<file path="src/verilog/rename_pkg.sv">
package rename_pkg;

  ////////////////////////////////////////
  // sizes
  ////////////////////////////////////////

  // architectural register file
  localparam int num_arch_regs = 8;
  // physical tags, mapped and free together
  localparam int num_phys_regs = 16;
  // in-flight renames
  localparam int rob_depth = 8;
  // tags left over once every arch reg holds one
  localparam int free_depth = num_phys_regs - num_arch_regs;

  ////////////////////////////////////////
  // types
  ////////////////////////////////////////

  // architectural register index
  typedef logic [$clog2(num_arch_regs)-1:0] arch_reg_t;
  // physical register tag
  typedef logic [$clog2(num_phys_regs)-1:0] phys_reg_t;
  // reorder buffer slot
  typedef logic [$clog2(rob_depth)-1:0] rob_ptr_t;
  // occupancy, one wider so a full count fits
  typedef logic [$clog2(rob_depth):0] count_t;

  // dispatch control
  // reset_fill only lasts the cycle after reset
  typedef enum logic [1:0] {
    ctl_reset_fill,
    ctl_run,
    ctl_stalled
  } control_state_t;

endpackage

</file>
<file path="src/verilog/rename_ifs.sv">
`timescale 1ns/1ps

// one rename per cycle
// all fields belong to the cycle in which fire is high
interface dispatch_if;
  import rename_pkg::*;

  // rename happens this cycle
  logic fire;
  // architectural fields from the dispatch port
  arch_reg_t dest;
  arch_reg_t src_a;
  arch_reg_t src_b;
  // head of the free list
  phys_reg_t new_tag;
  // mapping of dest before this rename
  phys_reg_t old_tag;

  modport control (output fire);
  modport map (input fire, dest, src_a, src_b, new_tag, output old_tag);
  modport free (input fire, output new_tag);
  modport rob (input fire, dest, new_tag, old_tag);
endinterface

// oldest completed rename leaving the window
interface retire_if;
  import rename_pkg::*;

  logic valid;
  arch_reg_t arch_dest;
  phys_reg_t new_tag;
  // goes back on the free list
  phys_reg_t old_tag;

  modport rob (output valid, arch_dest, new_tag, old_tag);
  modport free (input valid, old_tag);
  modport control (input valid);
endinterface

</file>
<file path="src/verilog/free_list.sv">
`timescale 1ns/1ps

module free_list (
  input  logic     clock,
  input  logic     reset,
  dispatch_if.free disp,
  retire_if.free   ret
);
  import rename_pkg::*;

  typedef logic [$clog2(free_depth)-1:0] free_ptr_t;

  // circular queue of unused tags
  phys_reg_t queue [free_depth];
  // next tag handed out
  free_ptr_t head;
  // slot for the next returned tag
  free_ptr_t tail;
  count_t count;

  assign disp.new_tag = queue[head];

  always_ff @(posedge clock) begin
    if (reset) begin
      head <= '0;
      tail <= '0;
      count <= count_t'(free_depth);
      // tags above the identity map, lowest first
      for (int i = 0; i < free_depth; i++) begin
        queue[i] <= phys_reg_t'(num_arch_regs + i);
      end
    end else begin
      // pop on every rename
      if (disp.fire) begin
        head <= head + free_ptr_t'(1);
      end
      // retired old tag goes to the back
      if (ret.valid) begin
        queue[tail] <= ret.old_tag;
        tail <= tail + free_ptr_t'(1);
      end
      if (disp.fire && !ret.valid) begin
        count <= count - count_t'(1);
      end else if (ret.valid && !disp.fire) begin
        count <= count + count_t'(1);
      end
    end
  end

  // a full queue means nothing is in flight to retire
  a_push_no_overflow: assert property (@(posedge clock) disable iff (reset)
    ret.valid |-> count < count_t'(free_depth));

  // control's grant must agree with the local occupancy
  a_pop_not_empty: assert property (@(posedge clock) disable iff (reset)
    disp.fire |-> count != '0);

endmodule

</file>
<file path="src/verilog/map_table.sv">
`timescale 1ns/1ps

module map_table (
  input  logic                  clock,
  input  logic                  reset,
  dispatch_if.map               disp,
  input  logic                  complete_valid,
  input  rename_pkg::phys_reg_t complete_tag,
  output rename_pkg::phys_reg_t src_a_tag,
  output rename_pkg::phys_reg_t src_b_tag,
  output logic                  src_a_ready,
  output logic                  src_b_ready
);
  import rename_pkg::*;

  // speculative mapping per architectural register
  phys_reg_t map_tag [num_arch_regs];
  // set once the mapped tag has been broadcast
  logic [num_arch_regs-1:0] map_ready;
  // registers whose current tag is on the broadcast
  logic [num_arch_regs-1:0] cdb_match;

  ////////////////////////////////////////
  // lookup
  ////////////////////////////////////////

  // reads see the state of the last edge, no bypass
  assign src_a_tag = map_tag[disp.src_a];
  assign src_b_tag = map_tag[disp.src_b];
  assign src_a_ready = map_ready[disp.src_a];
  assign src_b_ready = map_ready[disp.src_b];
  // previous producer of dest, kept by the reorder buffer
  assign disp.old_tag = map_tag[disp.dest];

  // broadcast compare against every entry
  always_comb begin
    for (int i = 0; i < num_arch_regs; i++) begin
      cdb_match[i] = complete_valid && (map_tag[i] == complete_tag);
    end
  end

  ////////////////////////////////////////
  // update
  ////////////////////////////////////////

  always_ff @(posedge clock) begin
    if (reset) begin
      // identity map, everything ready
      for (int i = 0; i < num_arch_regs; i++) begin
        map_tag[i] <= phys_reg_t'(i);
        map_ready[i] <= 1'b1;
      end
    end else begin
      map_ready <= map_ready | cdb_match;
      // a rename of dest overrides a broadcast of its old tag
      if (disp.fire) begin
        map_tag[disp.dest] <= disp.new_tag;
        map_ready[disp.dest] <= 1'b0;
      end
    end
  end

endmodule

</file>
<file path="src/verilog/rename_control.sv">
`timescale 1ns/1ps

module rename_control (
  input  logic       clock,
  input  logic       reset,
  input  logic       dispatch_valid,
  output logic       dispatch_ready,
  dispatch_if.control disp,
  retire_if.control  ret
);
  import rename_pkg::*;

  control_state_t state;
  // entries in the reorder buffer
  count_t rob_count;
  // tags waiting in the free list
  count_t free_count;
  count_t rob_count_next;
  count_t free_count_next;

  // grant only from the run state
  assign dispatch_ready = (state == ctl_run);
  // the single point where a rename is decided
  assign disp.fire = dispatch_valid && dispatch_ready;

  // dispatch takes a tag and a slot, retirement gives both back
  always_comb begin
    rob_count_next = rob_count;
    free_count_next = free_count;
    if (disp.fire && !ret.valid) begin
      rob_count_next = rob_count + count_t'(1);
      free_count_next = free_count - count_t'(1);
    end else if (ret.valid && !disp.fire) begin
      rob_count_next = rob_count - count_t'(1);
      free_count_next = free_count + count_t'(1);
    end
  end

  always_ff @(posedge clock) begin
    if (reset) begin
      state <= ctl_reset_fill;
      rob_count <= '0;
      free_count <= count_t'(free_depth);
    end else begin
      rob_count <= rob_count_next;
      free_count <= free_count_next;
      // stall decided from the counts seen next cycle
      if (free_count_next == '0 || rob_count_next == count_t'(rob_depth)) begin
        state <= ctl_stalled;
      end else begin
        state <= ctl_run;
      end
    end
  end

  // state is a cycle behind the counts, both must still agree
  a_fire_has_room: assert property (@(posedge clock) disable iff (reset)
    disp.fire |-> (free_count != '0) && (rob_count != count_t'(rob_depth)));

  // reorder buffer never retires from an empty window
  a_retire_nonempty: assert property (@(posedge clock) disable iff (reset)
    ret.valid |-> rob_count != '0);

endmodule

</file>
<file path="src/verilog/rename_core.sv">
`timescale 1ns/1ps

module rename_core (
  input  logic                  clock,
  input  logic                  reset,
  // dispatch handshake
  input  logic                  dispatch_valid,
  output logic                  dispatch_ready,
  input  rename_pkg::arch_reg_t dispatch_dest,
  input  rename_pkg::arch_reg_t dispatch_src_a,
  input  rename_pkg::arch_reg_t dispatch_src_b,
  // rename results, same cycle as the dispatch
  output rename_pkg::phys_reg_t src_a_tag,
  output logic                  src_a_ready,
  output rename_pkg::phys_reg_t src_b_tag,
  output logic                  src_b_ready,
  output rename_pkg::phys_reg_t new_tag,
  output rename_pkg::phys_reg_t old_tag,
  // completion broadcast
  input  logic                  complete_valid,
  input  rename_pkg::phys_reg_t complete_tag,
  // retirement
  output logic                  retire_valid,
  output rename_pkg::arch_reg_t retire_arch,
  output rename_pkg::phys_reg_t retire_new_tag,
  output rename_pkg::phys_reg_t retire_old_tag
);
  import rename_pkg::*;

  dispatch_if disp_bus ();
  retire_if ret_bus ();

  // architectural fields straight from the port
  assign disp_bus.dest = dispatch_dest;
  assign disp_bus.src_a = dispatch_src_a;
  assign disp_bus.src_b = dispatch_src_b;
  assign new_tag = disp_bus.new_tag;
  assign old_tag = disp_bus.old_tag;

  assign retire_valid = ret_bus.valid;
  assign retire_arch = ret_bus.arch_dest;
  assign retire_new_tag = ret_bus.new_tag;
  assign retire_old_tag = ret_bus.old_tag;

  rename_control u_control (
    .clock(clock), .reset(reset), .dispatch_valid(dispatch_valid),
    .dispatch_ready(dispatch_ready), .disp(disp_bus), .ret(ret_bus)
  );

  // broadcast feeds both the map and the window
  map_table u_map (
    .clock(clock), .reset(reset), .disp(disp_bus),
    .complete_valid(complete_valid), .complete_tag(complete_tag),
    .src_a_tag(src_a_tag), .src_b_tag(src_b_tag),
    .src_a_ready(src_a_ready), .src_b_ready(src_b_ready)
  );

  free_list u_free (.clock(clock), .reset(reset), .disp(disp_bus), .ret(ret_bus));

  reorder_buffer u_rob (
    .clock(clock), .reset(reset), .disp(disp_bus), .ret(ret_bus),
    .complete_valid(complete_valid), .complete_tag(complete_tag)
  );

endmodule

</file>
<file path="src/verilog/reorder_buffer.sv">
`timescale 1ns/1ps

module reorder_buffer (
  input  logic                  clock,
  input  logic                  reset,
  dispatch_if.rob               disp,
  retire_if.rob                 ret,
  input  logic                  complete_valid,
  input  rename_pkg::phys_reg_t complete_tag
);
  import rename_pkg::*;

  // oldest entry
  rob_ptr_t head;
  // next free slot
  rob_ptr_t tail;
  // per-entry control bits
  logic [rob_depth-1:0] entry_valid;
  logic [rob_depth-1:0] entry_done;
  // per-entry payload
  arch_reg_t entry_dest [rob_depth];
  phys_reg_t entry_new [rob_depth];
  phys_reg_t entry_old [rob_depth];
  // entries matched by this cycle's broadcast
  logic [rob_depth-1:0] cdb_hit;

  // broadcast search over the whole window
  always_comb begin
    for (int i = 0; i < rob_depth; i++) begin
      cdb_hit[i] = complete_valid && entry_valid[i] && !entry_done[i] &&
                   (entry_new[i] == complete_tag);
    end
  end

  ////////////////////////////////////////
  // retire port
  ////////////////////////////////////////

  // in order, head only
  assign ret.valid = entry_valid[head] && entry_done[head];
  assign ret.arch_dest = entry_dest[head];
  assign ret.new_tag = entry_new[head];
  assign ret.old_tag = entry_old[head];

  ////////////////////////////////////////
  // state
  ////////////////////////////////////////

  always_ff @(posedge clock) begin
    if (reset) begin
      head <= '0;
      tail <= '0;
      entry_valid <= '0;
      entry_done <= '0;
    end else begin
      entry_done <= entry_done | cdb_hit;
      if (ret.valid) begin
        entry_valid[head] <= 1'b0;
        head <= head + rob_ptr_t'(1);
      end
      // new entry waits for its broadcast
      if (disp.fire) begin
        entry_valid[tail] <= 1'b1;
        entry_done[tail] <= 1'b0;
        tail <= tail + rob_ptr_t'(1);
      end
    end
  end

  // payload written at tail, read at head
  always_ff @(posedge clock) begin
    if (disp.fire) begin
      entry_dest[tail] <= disp.dest;
      entry_new[tail] <= disp.new_tag;
      entry_old[tail] <= disp.old_tag;
    end
  end

  // each tag completes once, for exactly one in-flight rename
  a_cdb_one_hit: assert property (@(posedge clock) disable iff (reset)
    complete_valid |-> $onehot(cdb_hit));

  // grant from control never lands on a live slot
  a_tail_free: assert property (@(posedge clock) disable iff (reset)
    disp.fire |-> !entry_valid[tail]);

endmodule
</file>
<file path="config.mk">
export PLATFORM = sky130hd
export DESIGN_NAME = rename_core
export DESIGN_NICKNAME = d
export VERILOG_FILES = /design/src/verilog/rename_pkg.sv /design/src/verilog/rename_ifs.sv /design/src/verilog/free_list.sv /design/src/verilog/map_table.sv /design/src/verilog/rename_control.sv /design/src/verilog/rename_core.sv /design/src/verilog/reorder_buffer.sv
export SDC_FILE = /design/constraint.sdc
export NUM_CORES = 1
export LEC_CHECK = 0
export BUFFER_PORTS_ARGS = -buffer_cell sky130_fd_sc_hd__buf_2
export CAP_MARGIN = 0
export CORE_MARGIN = 1
export CORE_UTILIZATION = 50
export DETAILED_ROUTE_END_ITERATION = 7
export PLACE_DENSITY = 0.67
export SLEW_MARGIN = 20
export SYNTH_ARGS = -nofsm -noshare
export SYNTH_HDL_FRONTEND = slang
export SYNTH_HIERARCHICAL = 1
export SYNTH_SLANG_ARGS = --single-unit
</file>
<file path="constraint.sdc">
create_clock -name clock -period 8.9 [get_ports clock]
set_input_delay 2.225 -clock clock [delete_from_list [all_inputs] [get_ports clock]]
set_output_delay 2.225 -clock clock [all_outputs]
set_load 0.03 [all_outputs]
</file>
==> results of run 1 <==
[flip-flops by register name (all words and copies together) (netlist names), named ones only]
name                  flops
u_free/tail               3
u_map/map_tag            32
u_map/map_ready           8
u_rob/entry_valid         8
u_rob/entry_new          32
u_free/head               3
u_control/free_count      4
u_control/rob_count       4
u_rob/head                3
u_free/queue             32
u_rob/entry_done          8
u_rob/entry_old          32
u_rob/entry_dest         24
u_rob/tail                3
u_control/state           2
[logic make-up after synthesis]
family                   count (synthesis)
multiplexers                            90
XOR/XNOR                                57
adder cells (fa/ha/maj)                  8
flip-flops                             204
buffers and inverters                   66
AND/OR/NAND/NOR                        226
AO/OA/AOI/OAI                           79
[where the power goes]
| group | total [mW] | internal, mW | switching [mW] | leakage (nW) |
|---|---|---|---|---|
| sequential | 1.08 | 1.05 | 0.0253 | 1.76 |
| combinational | 0.225 | 0.0853 | 0.140 | 1.71 |
| clock | 0.876 | 0.518 | 0.358 | 0.348 |
[cell type report]
| class | instances | area [sq um] |
|---|---|---|
| clock buffer | 30 | 619.3 |
| multi-input combinational | 460 | 4280 |
| timing repair buffer | 58 | 317.8 |
| sequential | 204 | 5605 |
| inverter | 25 | 103.9 |
| fill | 1575 | 8376 |
| clock inverter | 10 | 83.83 |
| tap | 265 | 331.6 |
[worst max-delay path, delay by kind of cell]
kind                   cells  cell delay [ps]
buffers and inverters      2              740
AO/OA/AOI/OAI              2              600
AND/OR/NAND/NOR            2              560
[worst max-delay path by stage]
stage / startpoint / to / slack (ps) / cells after the start
after floorplan: dispatch_dest[0] / old_tag[1] / 2810 / 4
after global placement: dispatch_dest[0] / old_tag[1] / 2700 / 6
after detailed placement: dispatch_dest[0] / old_tag[1] / 2550 / 6
after CTS: dispatch_dest[0] / old_tag[1] / 2550 / 6
after global routing: dispatch_dest[0] / old_tag[1] / 2440 / 6
final: dispatch_dest[0] / old_tag[1] / 2540 / 6
[metal layers]
metal	vias to the layer above	routed length (um)	global-route usage (%)
met1	3319	10100	32.80
li1	2927	-	-
met2	278	11690	40.21
met4	0	664	8.255
met3	50	1615	3.027
met5	-	0	0
[Yosys cell counts, types with 6 or more instances]
master / n / area, sq um
edfxtp_1: 152 / 4564
dfxtp_1: 52 / 1041
nor2_1: 43 / 161.4
xor2_1: 37 / 324.1
mux4_2: 30 / 675.7
or3_1: 29 / 181.4
mux2_2: 28 / 315.3
mux4_1: 28 / 735.7
nor3_1: 26 / 130.1
inv_1: 23 / 86.33
nand2_1: 22 / 82.58
and2_1: 21 / 131.4
xnor2_1: 19 / 166.4
a21oi_1: 18 / 90.09
buf_2: 17 / 85.08
clkbuf_1: 14 / 52.55
and3_1: 13 / 81.33
nand3b_1: 11 / 82.58
or2_2: 11 / 68.82
o21ai_0: 10 / 50.05
a21o_1: 8 / 60.06
ha_1: 8 / 100.1
nand2b_1: 8 / 50.05
o22ai_1: 7 / 43.79
a222oi_1: 6 / 60.06
a41oi_1: 6 / 52.55
nand3_1: 6 / 30.03
nand4b_1: 6 / 52.55
nor2b_1: 6 / 37.54
==> results.toml, run 1 <==
[cts]
cts_resized = 0
path_clk_slew_ps = 60
cts_tree = "yes"
cts_hold_buf = 0
clock_sinks = 204
clockBufferDepth = 3
postCtsSetupBuffers = 0
insertion_delay_ps = 500
cts-buffers-inserted = 22
h-tree-depth = 1
cts_root_buf = "clkbuf_16"

[sta]
holdWs_ps = 518.0
slew_viol_final = 0
slew_headroom_pct = 29.41
tns_ps = 0
worstMarginPinSlew_ps = 1057
fmax_mhz = 157.1
hold_viol = 0
layout_min_cycle_time_ps = 6365
skew_ps = 11.19
final-setup-viol-count = 0
rsz0062_at_grt = "false"
min_period_over_period_pct = 71.52
worst_slack_ps = 2535

[global_routing]
grt_pass1_vias = 6580
grt_pass1_wl_um = 37580
grt_max_degree = 66
grt-ovfl-total = 0
grt_antenna_before_repair = 1
grt_util_all_layers_pct = 24.14

[placed_design]
portBuffers = 47
pre_cts_slack_ps = 2553
dp_hpwl_um = 15980
dp_cells = 1012
dpl_cell_area_sq_um = 10640
routabilityCongestion = 0.9062

[layout]
nets = 796
final_common_cell = "edfxtp_1"
fin_area_sq_um = 11340
fin_util_pct = 57.52
diodes = 0
drive_above_1_share_pct = 22.24
final_cell_mix = "edfxtp_1, dfxtp_1, buf_2"
final_cells = 1052
area_growth_pct = 11.32

[logic_synthesis]
synth_top_family_by_area = "multiplexers"
synth-simple-area-share_pct = 12.85
synth_edf_count = 152
synth_cell_types = 63
yosys_register_bits = 204
synthXorXnorAreaFrac_pct = 5.084
post_synth.cell_area_avg_sq_um = 13.96
synth-compound-area-share_pct = 5.624
synthAdderAreaFrac_pct = 0.9824
syn_area_sq_um = 10190
yosys_warnings = 6
synth_nets = 755
synth.area.mux_share_pct = 17.34
syn_inst = 730
yosysSeqAreaShare_pct = 55.02
async_reset_ff_share_pct = 0
synthFlopType = "edfxtp_1"

[floorplan]
ios = 48
initial_core_util_pct = 51.67
coreArea_sq_um = 19720
die_height_um = 144.8
fp.dieArea_sq_um = 20950
die_w_um = 144.8
std_cell_rows = 51

[drt]
via_per_inst = 6.249
vias = 6574
drc = 0
drtIter0Drc = 588
dr.pass1.iters = 6
finalWirelength_um = 24070
drtAntennaViolNets = 0
post_drt_wl_per_cell_um = 22.88

[setup_path]
cp_slowest_cell = "buf_2"
r2r-start = "u_rob/head[0]$_SDFFE_PP0N_"
cp_max_fo = 24
slowest_delay_ps = 390
endpoint_kind = "output port"
path_common_cell = "buf_2"
reg2reg_to = "u_free/queue[2][3]$_SDFFCE_PN1P_"
r2r.worst_path.cells = 5
cp-start-kind = "primary input"
critPathRequiredTime_ps = 6680
cp_cell_sequence = "buf_2, nand2b_1, or2_2, a31o_2, o21ai_0, buf_2"
rrSetupSlack_ps = 5610
criticalPathCategory = "in -> out"
crit_arrival_ps = 4140

[flow_run]
drv_cap = 0

[worst_hold_path]
hold_path.class = "reg -> reg"
hold_start = "u_rob/entry_valid[7]$_SDFF_PP0_"
min_to = "u_rob/entry_valid[7]$_SDFF_PP0_"
hold_depth = 2

[power_and_ir_drop]
p_leak_nw = 3.818
p_total_mw = 2.179
max-vdd-ir-drop_mv = 0.1262
p_per_area_nw_per_um2 = 192.1

[run_status]
status = "finished, final reports clean"
Power figures use the tool's default switching activity.
==> inputs of run 2 (changes only) <==
- clock period: 8.9 -> 6.4 ns (I/O delays scaled with it)
==> results.toml, run 2 (synthesis results as in run 1) <==
[run_status]
status = "finished, final reports clean"

[layout]
final_cell_mix = "edfxtp_1, dfxtp_1, buf_2"
fillers = 1573
multiInputGateArea_sq_um = 4287
drive_above_1_share_pct = 21.83
diodes = 0
area_growth_pct = 12.01
nets = 796
final_cells = 1053
final_common_cell = "edfxtp_1"
regArea_sq_um = 5605

[placed_design]
portBuffers = 47
routabilityCongestion = 0.8716
dp_hpwl_um = 15960
dp_cells = 1011

[floorplan]
fp.dieArea_sq_um = 20950
coreArea_sq_um = 19720
initial_core_util_pct = 51.67
die_w_um = 144.8
die_height_um = 144.8
std_cell_rows = 51
ios = 48

[cts]
cts-buffers-inserted = 23
cts_hold_buf = 0
cts_resized = 0
postCtsSetupBuffers = 0
path_clk_slew_ps = 60
insertion_delay_ps = 510
h-tree-depth = 1
clockBufferDepth = 3
cts_tree = "yes"
cts_root_buf = "clkbuf_16"
clock_sinks = 204

[sta]
worstMarginPinSlew_ps = 1105
slew_headroom_pct = 26.22
min_period_over_period_pct = 80.00
final-setup-viol-count = 0
fmax_mhz = 195.3
rsz0062_at_grt = "false"
slew_viol_final = 0
hold_viol = 0
skew_ps = 19.03
tns_ps = 0
layout_min_cycle_time_ps = 5120

[setup_path]
cp_max_fo = 24
endpoint_kind = "output port"
crit_arrival_ps = 3520
cp-start-kind = "primary input"
criticalPathCategory = "in -> out"
critPathRequiredTime_ps = 4800
rrSetupSlack_ps = 3150

[global_routing]
grt_util_all_layers_pct = 23.68
grt_antenna_before_repair = 0
top_usage_layer = "met2"
grt_pass1_vias = 6535
grt_pass1_wl_um = 36730
grt-ovfl-total = 0
grt_max_degree = 46
use_met3_pct = 4.442
use_met2_pct = 38.46
grtUsageMet1_pct = 31.67

[drt]
drc = 0
post_drt_wl_per_cell_um = 22.73
via_per_inst = 6.240
dr.pass1.iters = 5
vias = 6571
finalWirelength_um = 23940
drtIter0Drc = 547
drtAntennaViolNets = 0

[flow_run]
drv_cap = 0

[power_and_ir_drop]
p_per_area_nw_per_um2 = 275.4
max-vdd-ir-drop_mv = 0.1776
p_leak_nw = 3.840

[worst_hold_path]
hold_path.class = "reg -> reg"
[run 2: cell count changes in the layout (fill, tap and decap cells not counted), moves of 2 or more]
cell and delta:
clkinv_2 -4, clkbuf_8 +3, clkbuf_1 +5, clkinv_4 -2, bufinv_16 +2, clkbuf_4 -2
[run 2: stage by stage]
step | setup WS [ps] | hold slack (ps) | util, % | power (mW) | area, sq um
floorplan | 1557 | 450.4 | - | 1.742 | 10190
finish | 1280 | 512.2 | 57.88 | 3.143 | 11410
global placement | 1463 | 491.9 | 53.92 | 1.823 | 10630
CTS | 1336 | 514.6 | 57.88 | 3.165 | 11410
detailed placement | 1350 | 505.3 | 53.95 | 1.837 | 10640
global route | 1156 | 549.1 | 57.88 | 3.245 | 11410
[run 2: layout make-up]
type / count / share of cell area [%]
Clock inverter: 6 / 0.9648
Inverter: 25 / 0.9100
Tap cell: 265 / 2.905
Clock buffer: 36 / 5.822
Multi-Input combinational cell: 460 / 37.56
Sequential cell: 204 / 49.12
Timing Repair Buffer: 57 / 2.719
[run 2: worst max-delay path, stage by stage]
cell and delay, ps:
buf_2 380, nand2_1 110, o21ai_0 190, nor2_1 60, o21ai_0 800, buf_2 360
[run 2: final timing paths]
check                                            to                         startpoint  cells past startpoint
setup reg to reg   u_free/queue[2][3]$_SDFFCE_PN1P_         u_rob/head[0]$_SDFFE_PP0N_                      5
hold reg to reg   u_control/rob_count[3]$_SDFF_PP0_  u_control/rob_count[3]$_SDFF_PP0_                      2
hold / removal    u_control/rob_count[3]$_SDFF_PP0_  u_control/rob_count[3]$_SDFF_PP0_                      2
setup / recovery                         old_tag[1]                   dispatch_dest[0]                      6
[run 2: power breakdown]
group          leakage (nW)  internal [mW]  switching, mW
Clock                 0.378          0.833          0.499
Sequential             1.76           1.46         0.0342
Combinational          1.70          0.118          0.195
[run 2: routing by layer]
| metal | routed length (um) | up-vias | share of wire (%) |
|---|---|---|---|
| met1 | 10010 | 3285 | 42 |
| met3 | 1706 | 68 | 7.1 |
| li1 | - | 2928 | - |
| met4 | 897 | 0 | 3.7 |
| met5 | 0 | - | 0 |
| met2 | 11330 | 290 | 47 |
